**config.mk**
```make
export PLATFORM = sky130hd
export DESIGN_NAME = sd_dat_phys
export DESIGN_NICKNAME = d
export VERILOG_FILES = /design/src/logic/dat_phys_pkg.sv /design/src/logic/sd_dat_phys.sv /design/src/logic/dat_read_fifo.sv /design/src/logic/dat_deserializer.sv /design/src/logic/dat_serializer.sv /design/src/logic/dat_phys_controller.sv
export VERILOG_INCLUDE_DIRS = /design/src /design/src/logic
export SDC_FILE = /design/constraint.sdc
export NUM_CORES = 1
export LEC_CHECK = 0
export BUFFER_PORTS_ARGS = -buffer_cell sky130_fd_sc_hd__buf_2
export CAP_MARGIN = 25
export CORE_ASPECT_RATIO = 0.9
export CORE_MARGIN = 3
export CORE_UTILIZATION = 45
export DETAILED_ROUTE_END_ITERATION = 8
export GPL_ROUTABILITY_DRIVEN = 0
export SETUP_SLACK_MARGIN = 0.2
export SYNTH_ARGS = -nofsm -noshare
export SYNTH_HDL_FRONTEND = slang
export SYNTH_SLANG_ARGS = --single-unit
```
**constraint.sdc**
```tcl
create_clock -name sd_clock -period 4.1 [get_ports sd_clock]
set_input_delay 0.82 -clock sd_clock [delete_from_list [all_inputs] [get_ports sd_clock]]
set_output_delay 0.82 -clock sd_clock [all_outputs]
set_load 0.02 [all_outputs]
```
**src/logic/dat_phys_consts.svh**
```systemverilog
`ifndef DAT_PHYS_CONSTS_SVH
`define DAT_PHYS_CONSTS_SVH

// one data word per block
`define DAT_WORD_BITS 32

// read FIFO slots, also the initial credit count
`define DAT_FIFO_DEPTH 8

`define DAT_BLOCK_BITS 4

// timeout register and counter
`define DAT_TIMEOUT_BITS 16

`endif
```
**src/logic/dat_phys_pkg.sv**
```systemverilog
`include "dat_phys_consts.svh"

package dat_phys_pkg;
	typedef logic [`DAT_WORD_BITS-1:0] dat_word_t;
	typedef logic [`DAT_BLOCK_BITS-1:0] block_count_t;
	typedef logic [`DAT_TIMEOUT_BITS-1:0] timeout_t;
	typedef logic [$clog2(`DAT_FIFO_DEPTH):0] credit_t; // holds 0..depth

	typedef enum logic [3:0] {
		st_reset,
		st_idle,
		st_load_write,
		st_send,
		st_wait_response,
		st_read,
		st_read_fifo_write,
		st_read_wrapper_reset,
		st_wait_ack
	} dat_state_t;

	localparam logic [2:0] crc_status_positive = 3'b010;

	// read data, or the card's status word after a write block
	typedef union packed {
		dat_word_t data;
		struct packed {
			logic [`DAT_WORD_BITS-4:0] reserved;
			logic [2:0] token;
		} status;
	} dat_rx_word_u;
endpackage

```
**src/logic/sd_dat_phys.sv**
```systemverilog
module sd_dat_phys import dat_phys_pkg::*; (
	input logic sd_clock,
	input logic reset,
	input logic strobe_in,
	input logic ack_in,
	input logic idle_in,
	input logic write_read,
	input logic multiple,
	input block_count_t blocks,
	input timeout_t timeout_reg,
	input dat_word_t tx_word,
	input logic fifo_pop,
	output logic serial_ready,
	output logic complete,
	output logic ack_out,
	output logic data_timeout,
	output logic status_error,
	output logic tx_word_take,
	output dat_word_t fifo_data,
	output logic fifo_empty,
	input logic dat_in,
	output logic dat_out,
	output logic pad_enable
);
	logic transmission_complete;
	logic reception_complete;
	logic load_send;
	logic enable_pts_wrapper;
	logic enable_stp_wrapper;
	logic reset_wrapper;
	logic fifo_push;
	logic credit_return;
	dat_rx_word_u rx_word;

	dat_phys_controller u_controller (
		.sd_clock, .reset, .strobe_in, .ack_in, .idle_in, .write_read,
		.multiple, .blocks, .timeout_reg, .transmission_complete,
		.reception_complete, .rx_word, .credit_return, .serial_ready,
		.complete, .ack_out, .data_timeout, .status_error, .tx_word_take,
		.reset_wrapper, .load_send, .enable_pts_wrapper, .enable_stp_wrapper,
		.pad_enable, .fifo_push
	);

	dat_serializer u_serializer (
		.sd_clock, .reset, .enable_pts_wrapper, .load_send, .tx_word,
		.dat_out, .transmission_complete
	);

	// also receives the status word after each write block
	dat_deserializer u_deserializer (
		.sd_clock, .reset, .reset_wrapper, .enable_stp_wrapper, .dat_in,
		.rx_word, .reception_complete
	);

	dat_read_fifo u_read_fifo (
		.sd_clock,
		.reset,
		.fifo_push,
		.push_word(rx_word.data),
		.fifo_pop,
		.fifo_data,
		.fifo_empty,
		.credit_return
	);
endmodule

```
**src/logic/dat_read_fifo.sv**
```systemverilog
`include "dat_phys_consts.svh"

module dat_read_fifo import dat_phys_pkg::*; (
	input logic sd_clock,
	input logic reset,
	input logic fifo_push,
	input dat_word_t push_word,
	input logic fifo_pop,
	output dat_word_t fifo_data,
	output logic fifo_empty,
	output logic credit_return
);
	localparam int ptr_bits = $clog2(`DAT_FIFO_DEPTH);

	dat_word_t mem [`DAT_FIFO_DEPTH];
	logic [ptr_bits-1:0] wr_ptr;
	logic [ptr_bits-1:0] rd_ptr;
	logic [ptr_bits:0] count;
	logic pop_ok;

	assign fifo_empty = count == '0;
	assign pop_ok = fifo_pop && !fifo_empty; // pop on empty is dropped
	assign fifo_data = mem[rd_ptr];
	assign credit_return = pop_ok;

	// space is guaranteed by the credit count upstream
	always_ff @(posedge sd_clock)
	begin
		if (fifo_push)
			mem[wr_ptr] <= push_word;
	end

	always_ff @(posedge sd_clock)
	begin
		if (reset)
			wr_ptr <= '0;
		else if (fifo_push)
		begin
			if (wr_ptr == `DAT_FIFO_DEPTH - 1)
				wr_ptr <= '0;
			else
				wr_ptr <= wr_ptr + 1'b1;
		end
	end

	always_ff @(posedge sd_clock)
	begin
		if (reset)
			rd_ptr <= '0;
		else if (pop_ok)
		begin
			if (rd_ptr == `DAT_FIFO_DEPTH - 1)
				rd_ptr <= '0;
			else
				rd_ptr <= rd_ptr + 1'b1;
		end
	end

	always_ff @(posedge sd_clock)
	begin
		if (reset)
			count <= '0;
		else if (fifo_push && !pop_ok)
			count <= count + 1'b1;
		else if (pop_ok && !fifo_push)
			count <= count - 1'b1;
	end
endmodule

```
**src/logic/dat_deserializer.sv**
```systemverilog
`include "dat_phys_consts.svh"

module dat_deserializer import dat_phys_pkg::*; (
	input logic sd_clock,
	input logic reset,
	input logic reset_wrapper,
	input logic enable_stp_wrapper,
	input logic dat_in,
	output dat_rx_word_u rx_word,
	output logic reception_complete
);
	logic [$clog2(`DAT_WORD_BITS)-1:0] bit_cnt;
	logic capturing;

	// start bit detect and bit count
	always_ff @(posedge sd_clock)
	begin
		if (reset || reset_wrapper || !enable_stp_wrapper)
		begin
			capturing <= 1'b0;
			bit_cnt <= '0;
		end
		else if (!capturing)
		begin
			capturing <= !dat_in; // start bit
			bit_cnt <= '0;
		end
		else
		begin
			bit_cnt <= bit_cnt + 1'b1;
			if (bit_cnt == `DAT_WORD_BITS - 1)
				capturing <= 1'b0;
		end
	end

	always_ff @(posedge sd_clock)
	begin
		if (reset || reset_wrapper)
			reception_complete <= 1'b0;
		else
			reception_complete <= enable_stp_wrapper && capturing &&
				(bit_cnt == `DAT_WORD_BITS - 1);
	end

	// msb arrives first
	always_ff @(posedge sd_clock)
	begin
		if (enable_stp_wrapper && capturing)
			rx_word.data <= {rx_word.data[`DAT_WORD_BITS-2:0], dat_in};
	end
endmodule

```
**src/logic/dat_serializer.sv**
```systemverilog
`include "dat_phys_consts.svh"

module dat_serializer import dat_phys_pkg::*; (
	input logic sd_clock,
	input logic reset,
	input logic enable_pts_wrapper,
	input logic load_send,
	input dat_word_t tx_word,
	output logic dat_out,
	output logic transmission_complete
);
	// load cycle, start bit, data bits, stop bit
	localparam int frame_last = `DAT_WORD_BITS + 2;

	logic [$clog2(frame_last+1)-1:0] phase;
	dat_word_t shift_reg;
	logic data_phase;

	assign data_phase = (phase >= 2) && (phase < frame_last);

	always_ff @(posedge sd_clock)
	begin
		if (reset || !load_send)
			phase <= '0;
		else if (phase != frame_last)
			phase <= phase + 1'b1;
	end

	// word is in place for the first load_send cycle
	always_ff @(posedge sd_clock)
	begin
		if (enable_pts_wrapper && !load_send)
			shift_reg <= tx_word;
		else if (load_send && data_phase)
			shift_reg <= {shift_reg[`DAT_WORD_BITS-2:0], 1'b0};
	end

	always_comb
	begin
		if (!load_send || phase == 0)
			dat_out = 1'b1; // line idles high
		else if (phase == 1)
			dat_out = 1'b0;
		else if (data_phase)
			dat_out = shift_reg[`DAT_WORD_BITS-1];
		else
			dat_out = 1'b1; // stop bit
	end

	assign transmission_complete = load_send && (phase == frame_last);
endmodule

```
**src/logic/dat_phys_controller.sv**
```systemverilog
`include "dat_phys_consts.svh"

module dat_phys_controller import dat_phys_pkg::*; (
	input logic sd_clock,
	input logic reset,
	input logic strobe_in,
	input logic ack_in,
	input logic idle_in,
	input logic write_read,
	input logic multiple,
	input block_count_t blocks,
	input timeout_t timeout_reg,
	input logic transmission_complete,
	input logic reception_complete,
	input dat_rx_word_u rx_word,
	input logic credit_return,
	output logic serial_ready,
	output logic complete,
	output logic ack_out,
	output logic data_timeout,
	output logic status_error,
	output logic tx_word_take,
	output logic reset_wrapper,
	output logic load_send,
	output logic enable_pts_wrapper,
	output logic enable_stp_wrapper,
	output logic pad_enable,
	output logic fifo_push
);
	dat_state_t state;
	dat_state_t next_state;
	block_count_t block_cnt;
	block_count_t target_blocks;
	logic [`DAT_BLOCK_BITS:0] blocks_done;
	logic last_block;
	logic waiting;
	timeout_t timeout_cnt;
	credit_t credits;
	logic have_credit;

	assign target_blocks = multiple ? blocks : block_count_t'(1);
	assign blocks_done = block_cnt + 1'b1; // count including the block in flight
	assign last_block = blocks_done >= {1'b0, target_blocks};
	assign have_credit = credits != '0;

	always_ff @(posedge sd_clock)
	begin
		if (reset)
			state <= st_reset;
		else if (idle_in)
			state <= st_idle;
		else
			state <= next_state;
	end

	always_comb
	begin
		next_state = state;
		case (state)
			st_reset:
				next_state = st_idle;
			st_idle:
				if (strobe_in)
				begin
					if (write_read)
						next_state = st_load_write;
					else if (have_credit) // no free slot, hold off the read
						next_state = st_read;
				end
			st_load_write:
				next_state = st_send;
			st_send:
				if (transmission_complete)
					next_state = st_wait_response;
			st_wait_response:
				if (reception_complete)
					next_state = last_block ? st_wait_ack : st_load_write;
			st_read:
				if (reception_complete)
					next_state = st_read_fifo_write;
			st_read_fifo_write:
				next_state = last_block ? st_wait_ack : st_read_wrapper_reset;
			st_read_wrapper_reset:
				if (have_credit)
					next_state = st_read;
			st_wait_ack:
				if (ack_in)
					next_state = st_idle;
			default:
				next_state = st_reset;
		endcase
	end

	// blocks finished in this transfer
	always_ff @(posedge sd_clock)
	begin
		if (reset || state == st_idle)
			block_cnt <= '0;
		else if ((state == st_wait_response && reception_complete) ||
				state == st_read_fifo_write)
			block_cnt <= block_cnt + 1'b1;
	end

	assign waiting = (state == st_read) || (state == st_wait_response);

	always_ff @(posedge sd_clock)
	begin
		if (reset || !waiting)
			timeout_cnt <= '0;
		else if (timeout_cnt != timeout_reg)
			timeout_cnt <= timeout_cnt + 1'b1; // saturates at the limit
	end

	assign data_timeout = timeout_cnt == timeout_reg;

	// one credit per free FIFO slot
	always_ff @(posedge sd_clock)
	begin
		if (reset)
			credits <= credit_t'(`DAT_FIFO_DEPTH);
		else if (fifo_push && !credit_return)
			credits <= credits - 1'b1;
		else if (credit_return && !fifo_push)
			credits <= credits + 1'b1;
	end

	always_ff @(posedge sd_clock)
	begin
		if (reset)
			status_error <= 1'b0;
		else if (state == st_wait_response && reception_complete)
			status_error <= rx_word.status.token != crc_status_positive;
		else if (strobe_in)
			status_error <= 1'b0;
	end

	assign serial_ready = state == st_idle;
	assign complete = state == st_wait_ack;
	assign ack_out = (state == st_wait_ack) && ack_in;
	assign tx_word_take = state == st_load_write;
	assign load_send = state == st_send;
	assign enable_pts_wrapper = (state == st_load_write) || (state == st_send);
	assign pad_enable = (state == st_load_write) || (state == st_send); // host drives DAT
	assign enable_stp_wrapper = waiting;
	assign reset_wrapper = (state == st_reset) || (state == st_read_wrapper_reset);
	assign fifo_push = state == st_read_fifo_write;
endmodule

```
## Yosys cells after proc, flatten, opt, wreduce, memory -nomap -nowiden

Memories as Yosys holds them, arrays and structs flattened. A register that Yosys moved wholly into a read port is not among the register bits.
Index checks and enable logic that the tools add are counted.

| word-level totals | value |
|---|---|
| bits in registers | 116 |
| RAM bits | 256 |
| bits of input ports | 61 |
| output and inout port bits | 41 |
| logic and storage cells | 127 |
| memories kept | 1 |

Memory list:

| name | words | bits a word | read ports | clocked after memory_dff | wr ports | line | RTL |
|---|---|---|---|---|---|---|---|
| u_read_fifo.mem | 8 | 32 | 1 | 1 | 1 | dat_read_fifo.sv:15 | `` dat_word_t mem [`DAT_FIFO_DEPTH]; `` |

| cells by class | value |
|---|---|
| add/sub/neg operators | 11 |
| $lt $le $gt $ge | 3 |
| equality and inequality tests | 27 |
| multiplexer cells | 31 |
| bitwise logic cells | 1 |
| reductions and logical operators | 38 |

Operators with widths:

| operator | count |
|---|---|
| 32-bit 2-to-1 mux | 2 |
| 4-bit 2-to-1 mux | 14 |
| 4-bit case mux with 9 select lines | 1 |
| 16-bit by 1-bit adder with 16-bit output, second input constant | 1 |
| 16-bit == test | 1 |
| 4-bit by 3-bit == test with 1-bit output, second input constant | 4 |
| 16-bit != test | 1 |
| 4-bit by 1-bit adder with 4-bit output, second input constant | 3 |
| 3-bit 2-to-1 mux | 4 |
| 1-bit logical AND | 11 |
| 1-bit logical OR | 10 |
| 1-bit 2-to-1 mux | 10 |
| 5-bit AND reduction | 2 |
| 3-bit by 2-bit != test with 1-bit output, second input constant | 3 |
| 3-bit != test, second input constant | 3 |
| 4-bit by 2-bit == test with 1-bit output, second input constant | 2 |
| 4-bit zero test | 2 |
| 4-bit by 1-bit subtractor with 4-bit output, second input constant | 2 |
| 3-bit by 1-bit adder with 3-bit output, second input constant | 2 |
| 6-bit by 1-bit adder with 6-bit output, second input constant | 1 |
| 3-bit == test, second input constant | 2 |
| 6-bit by 1-bit == test with 1-bit output, second input constant | 1 |
| 6-bit == test, second input constant | 1 |
| 6-bit by 2-bit greater-or-equal comparator with 1-bit output, second input constant | 1 |
| 16 further kinds | 27 |

## Longest topological paths before layout

| logic depth | value |
|---|---|
| word-level depth | 6 |
| depth in mapped cells | 11 |
| gate-level depth less buffers | 11 |

## Modules after synthesis

From an unflattened synthesis, not the netlist that was laid out.

| second synthesis, totals | value |
|---|---|
| cells, all modules | 851 |
| area, all modules | 15319.7 sq um |

By module, submodules not included:

| module | instances | cells each | area an instance (sq um) |
|---|---|---|---|
| dat_read_fifo | 1 | 444 | 10416.2 |
| dat_phys_controller | 1 | 239 | 1961.9 |
| dat_serializer | 1 | 112 | 1717.9 |
| dat_deserializer | 1 | 56 | 1223.7 |

## Worst setup path after synthesis

Ideal clock, no wire load.

| path | value |
|---|---|
| path type | register to register |
| from | register u_serializer.phase[2] |
| to | register u_serializer.shift_reg[0] (enable) |
| setup time | 0.470 ns |
| data arrival time | 3.563 ns |
| data required time | 3.630 ns |
| slack | 0.066 ns |
| cell stages (with the launch flop) | 5 |
| period minus slack after synthesis | 4.034 ns |
| cell sequence | dfxtp_1 -> or3_4 -> nor2_1 -> mux2_2 -> a21boi_0 |

| on the way | value |
|---|---|
| cells in the longest elaborated chain, start to end | 4 |
| elaborated cells between the ends (all ways) | 5 |
| classes of those cells | order compare (2); reduce/logical (3) |

RTL lines:

| element | line | RTL |
|---|---|---|
| from (decl) | dat_serializer.sv:15 | `logic [$clog2(frame_last+1)-1:0] phase;` |
| from (signal assigned) | dat_serializer.sv:26 | `phase <= phase + 1'b1;` |
| 6-bit by 2-bit greater-or-equal comparator with 1-bit output or 6-bit less-than comparator (tied branches) | dat_serializer.sv:19 | `assign data_phase = (phase >= 2) && (phase < frame_last);` |
| 1-bit logical AND (*) | dat_serializer.sv:19 |  |
| 1-bit logical AND (*) | dat_serializer.sv:34 | `else if (load_send && data_phase)` |
| 2-bit nonzero test (no line) (*) | - |  |
| to (signal assigned) | dat_serializer.sv:33 | `shift_reg <= tx_word;` |
| to (signal assigned) | dat_serializer.sv:35 | `` shift_reg <= {shift_reg[`DAT_WORD_BITS-2:0], 1'b0}; `` |
| to (decl) | dat_serializer.sv:16 | `dat_word_t shift_reg;` |

Mark *: on every way between the ends. The rest lies on a longest branch, timed or not.
A chain may end at the register's enable or synchronous reset.

==> implementation parameters <==
Parameter                              Value

Status
  Result of the run ... completed

Power
  Static power due to leakage ... 5.64 nW
  Internal power ... 6.61 mW
  Proportion of power drawn by flip-flops and latches ... 49.1%
  P per Cell Area ... 498 mW/mm^2
  Combinational share of power ... between 10% and 20%
  Worst VDD drop ... approximately 0.23 mV
  Switching fraction of total power ... 23.3%
  Net switching power of the design ... 2.01 mW
  Power share of the clock group ... 38.2%

Cells and area
  Max FFs per register ... 256
  Share of post-route cells with drive strength above 1 ... 32.6%
  Diodes inserted ... 0
  Net count, final ... 1,046
  Combined area of the multi-input logic cells ... 0.00414 mm^2
  Most frequent cells in the layout ... 320 x sky130_fd_sc_hd__edfxtp_1, 101 x sky130_fd_sc_hd__buf_2, 64 x sky130_fd_sc_hd__mux2_2, 64 x sky130_fd_sc_hd__mux4_2, 52 x sky130_fd_sc_hd__dfxtp_1
  Layout overhead on the synthesized area ... 15.2%
  Sequential cell area ... 0.0107 mm^2
  Most common library cell in the layout ignoring fill and taps ... sky130_fd_sc_hd__edfxtp_1
  Count of fill cells added during filler insertion ... 2,608
  Post-route cell area ... 0.0173 mm^2

GRT
  First-pass GRT wire length ... around 44 mm
  Number of antenna violations at the first check in global routing ... 0
  Number of global-route vias before repair ... 7,766
  Remaining global-route overflow ... 0
  GRT Total Usage ... between 10% and 20%
  Largest net degree at the start of global routing ... 65

Logic synthesis
  Post-synth top flop ... sky130_fd_sc_hd__edfxtp_1
  Number of enable-type register cells in the synthesized netlist ... 320
  Average cell area after synthesis ... approximately 18 um^2
  Yosys synthesis warning count ... 0
  Sequential area share after synthesis ... 71.4%
  Syn Std Cell Area ... 0.0150 mm^2
  Flop and latch count out of synthesis ... 375
  Count of unique library cells instantiated by Yosys ... 54
  Proportion of register bits with asynchronous set or reset after synthesis ... 0%
  Synthesized instance count ... roughly 840
  Syn nets ... roughly 900

Clock network
  Clk root buf ... sky130_fd_sc_hd__clkbuf_16
  Post-CTS setup buffer count ... 0
  Clock sink total ... 375
  Number of CTS-inserted buffers ... 40
  TritonCTS clock tree ... done
  Source-to-sink clock delay at the later pin of the worst-skew pair ... 0.53 ns
  Largest buffer count on any clock path ... 3
  Clock-pin slew on the worst setup and hold paths ... 0.06 ns
  Gates resized, CTS repair ... 0
  CTS HTree Levels ... 2
  Quantity of hold-fixing buffers added after cts ... 0

Route
  Remaining DRCs ... 0
  First DRT Iteration DRCs ... 379
  Total detailed-routing wirelength ... about 28 mm
  Routed vias/inst ... 5.40
  Vias after detailed routing ... about 7,600
  Average wire length per cell after detail routing ... between 15 and 20 um
  Number of detailed-routing iterations run before antenna repair ... 4
  Post-DRT Antenna Nets ... 0

Floorplan
  DIE HEIGHT ... 179 um
  Starting density of the core ... 46.4%
  Top-Level Pins ... 102
  Die Footprint ... 0.0356 mm^2
  Std-Cell Rows ... 62
  Core Region ... about 0.032 mm^2
  Die X ... approximately 200 um

STA
  Unrepaired setup endpoints after global routing ... false
  Part of the cycle the worst path needs ... 83.9%
  Final Max Tran Viols ... 0
  Fmax ... approximately 0.29 GHz
  Post-route minimum period ... 3.44 ns
  Slew of the pin with the lowest slew margin ... about 1 ns
  Slew Limit Headroom ... 34.4%
  Hold Vio Cnt, Final ... 0
  Clock Skew ... between 0.02 and 0.025 ns
  Post-route setup TNS ... 0 ns
  Number of setup violations in the final report ... 0

Critical path
  Worst setup path class ... flip-flop to output pin
  Max FO, Critical Path ... 23
  Required time of the critical path ... 3.28 ns
  Critical-path cell with the highest stage delay ... sky130_fd_sc_hd__dfxtp_4
  Number of cell instances on the worst register-to-register path ... 11
  Data arrival at the endpoint of the critical path ... 2.62 ns
  Sequence of cells on the critical path ... buf_4 -> mux4_2 -> mux2_2 -> buf_2
  Critical Path Sink Type ... output pin
  Worst stage delay on the critical path ... 0.66 ns
  Crit start category ... flip-flop

Min path
  HP Class ... flip-flop to flip-flop
  Number of stages on the worst hold path ... 1

Place
  Placed standard-cell area ... 0.0161 mm^2
  Final HPWL from detailed placement ... 15.6 mm
  Count of input and output buffers ... between 100 and 150

Run
  Number of maximum-capacitance violations ... 0
-- power groups by stage --
stage	clock network, mW	registers [mW]	logic (mW)
floorplan	0	4.24	0.900
global placement	0	4.31	1.11
detailed placement	0	4.31	1.11
CTS	3.39	4.23	1.12
global route	3.55	4.24	1.20
finish	3.29	4.23	1.09
-- logic make-up after synthesis --
| logic type | after synthesis | share of synthesized area (%) |
|---|---|---|
| flip-flops | 375 | 71.4 |
| AND/OR/NAND/NOR | 154 | 5.44 |
| multiplexers | 132 | 14.7 |
| AO/OA/AOI/OAI | 72 | 3.01 |
| buffers and inverters | 47 | 1.47 |
| XOR/XNOR | 34 | 1.99 |
| adder cells (fa/ha/maj) | 23 | 2.02 |
-- final timing paths --
path,startpoint,end,slack (ns)
setup / recovery,flip-flop,fifo_data[30],0.66
hold / removal,u_deserializer.bit_cnt[0],u_deserializer.bit_cnt[0],0.45
setup reg to reg,u_controller.state[2],u_read_fifo.count[3],0.95
hold reg to reg,u_deserializer.bit_cnt[0],u_deserializer.bit_cnt[0],0.45
-- cell usage after synthesis (all sizes together) (9+ instances only) --
library cell  number  share of area (%)
mux2              64                4.8
dfxtp             55                7.3
xor2               9               0.53
o21ai             13               0.43
buf               15               0.67
nor3              15               0.50
xnor2             25                1.5
edfxtp           320                 64
nand3              9               0.30
nor2              44                1.1
inv               10               0.25
mux4              64                9.6
clkbuf            22               0.55
a21oi             28               0.93
or3               12               0.53
nand2b             9               0.38
nand2             21               0.53
ha                21                1.8
-- cell type report --
cell class              count  share of cell area, %
clock buffers              49                   6.10
inverters                  10                  0.217
multi-input cells         415                   23.9
well taps                 416                   3.01
clock inverters            24                  0.854
repair buffers            120                   3.89
flip-flops and latches    375                   62.0
-- per-layer routing --
metal	vias to the layer above	wire length, um	GRT usage, %
li1	3567	-	-
met1	3827	12600	22.6
met2	178	13200	25.6
met3	37	1430	3.19
met4	0	463	3.60
met5	-	0	0
-- worst max-delay path: cells and delay by family, from the launching register on --
| family | cells | cell delay, ns |
|---|---|---|
| muxes | 2 | 0.85 |
| buffers and inverters | 2 | 0.60 |
| DFF | 1 | 0.66 |
-- through the flow --
step	util (%)	worst slack (ns)	power, mW	hold WS (ns)	cells
2_1_floorplan	-	0.306	5.14	0.418	837
3_3_place_gp	49.7	0.949	5.42	0.435	1336
3_5_place_dp	49.7	0.929	5.43	0.440	1336
4_1_cts	53.4	0.558	8.74	0.449	1409
5_1_grt	53.4	0.465	8.99	0.487	1409
6_report	53.4	0.662	8.61	0.446	1409
(Power assumes the default switching activity.)
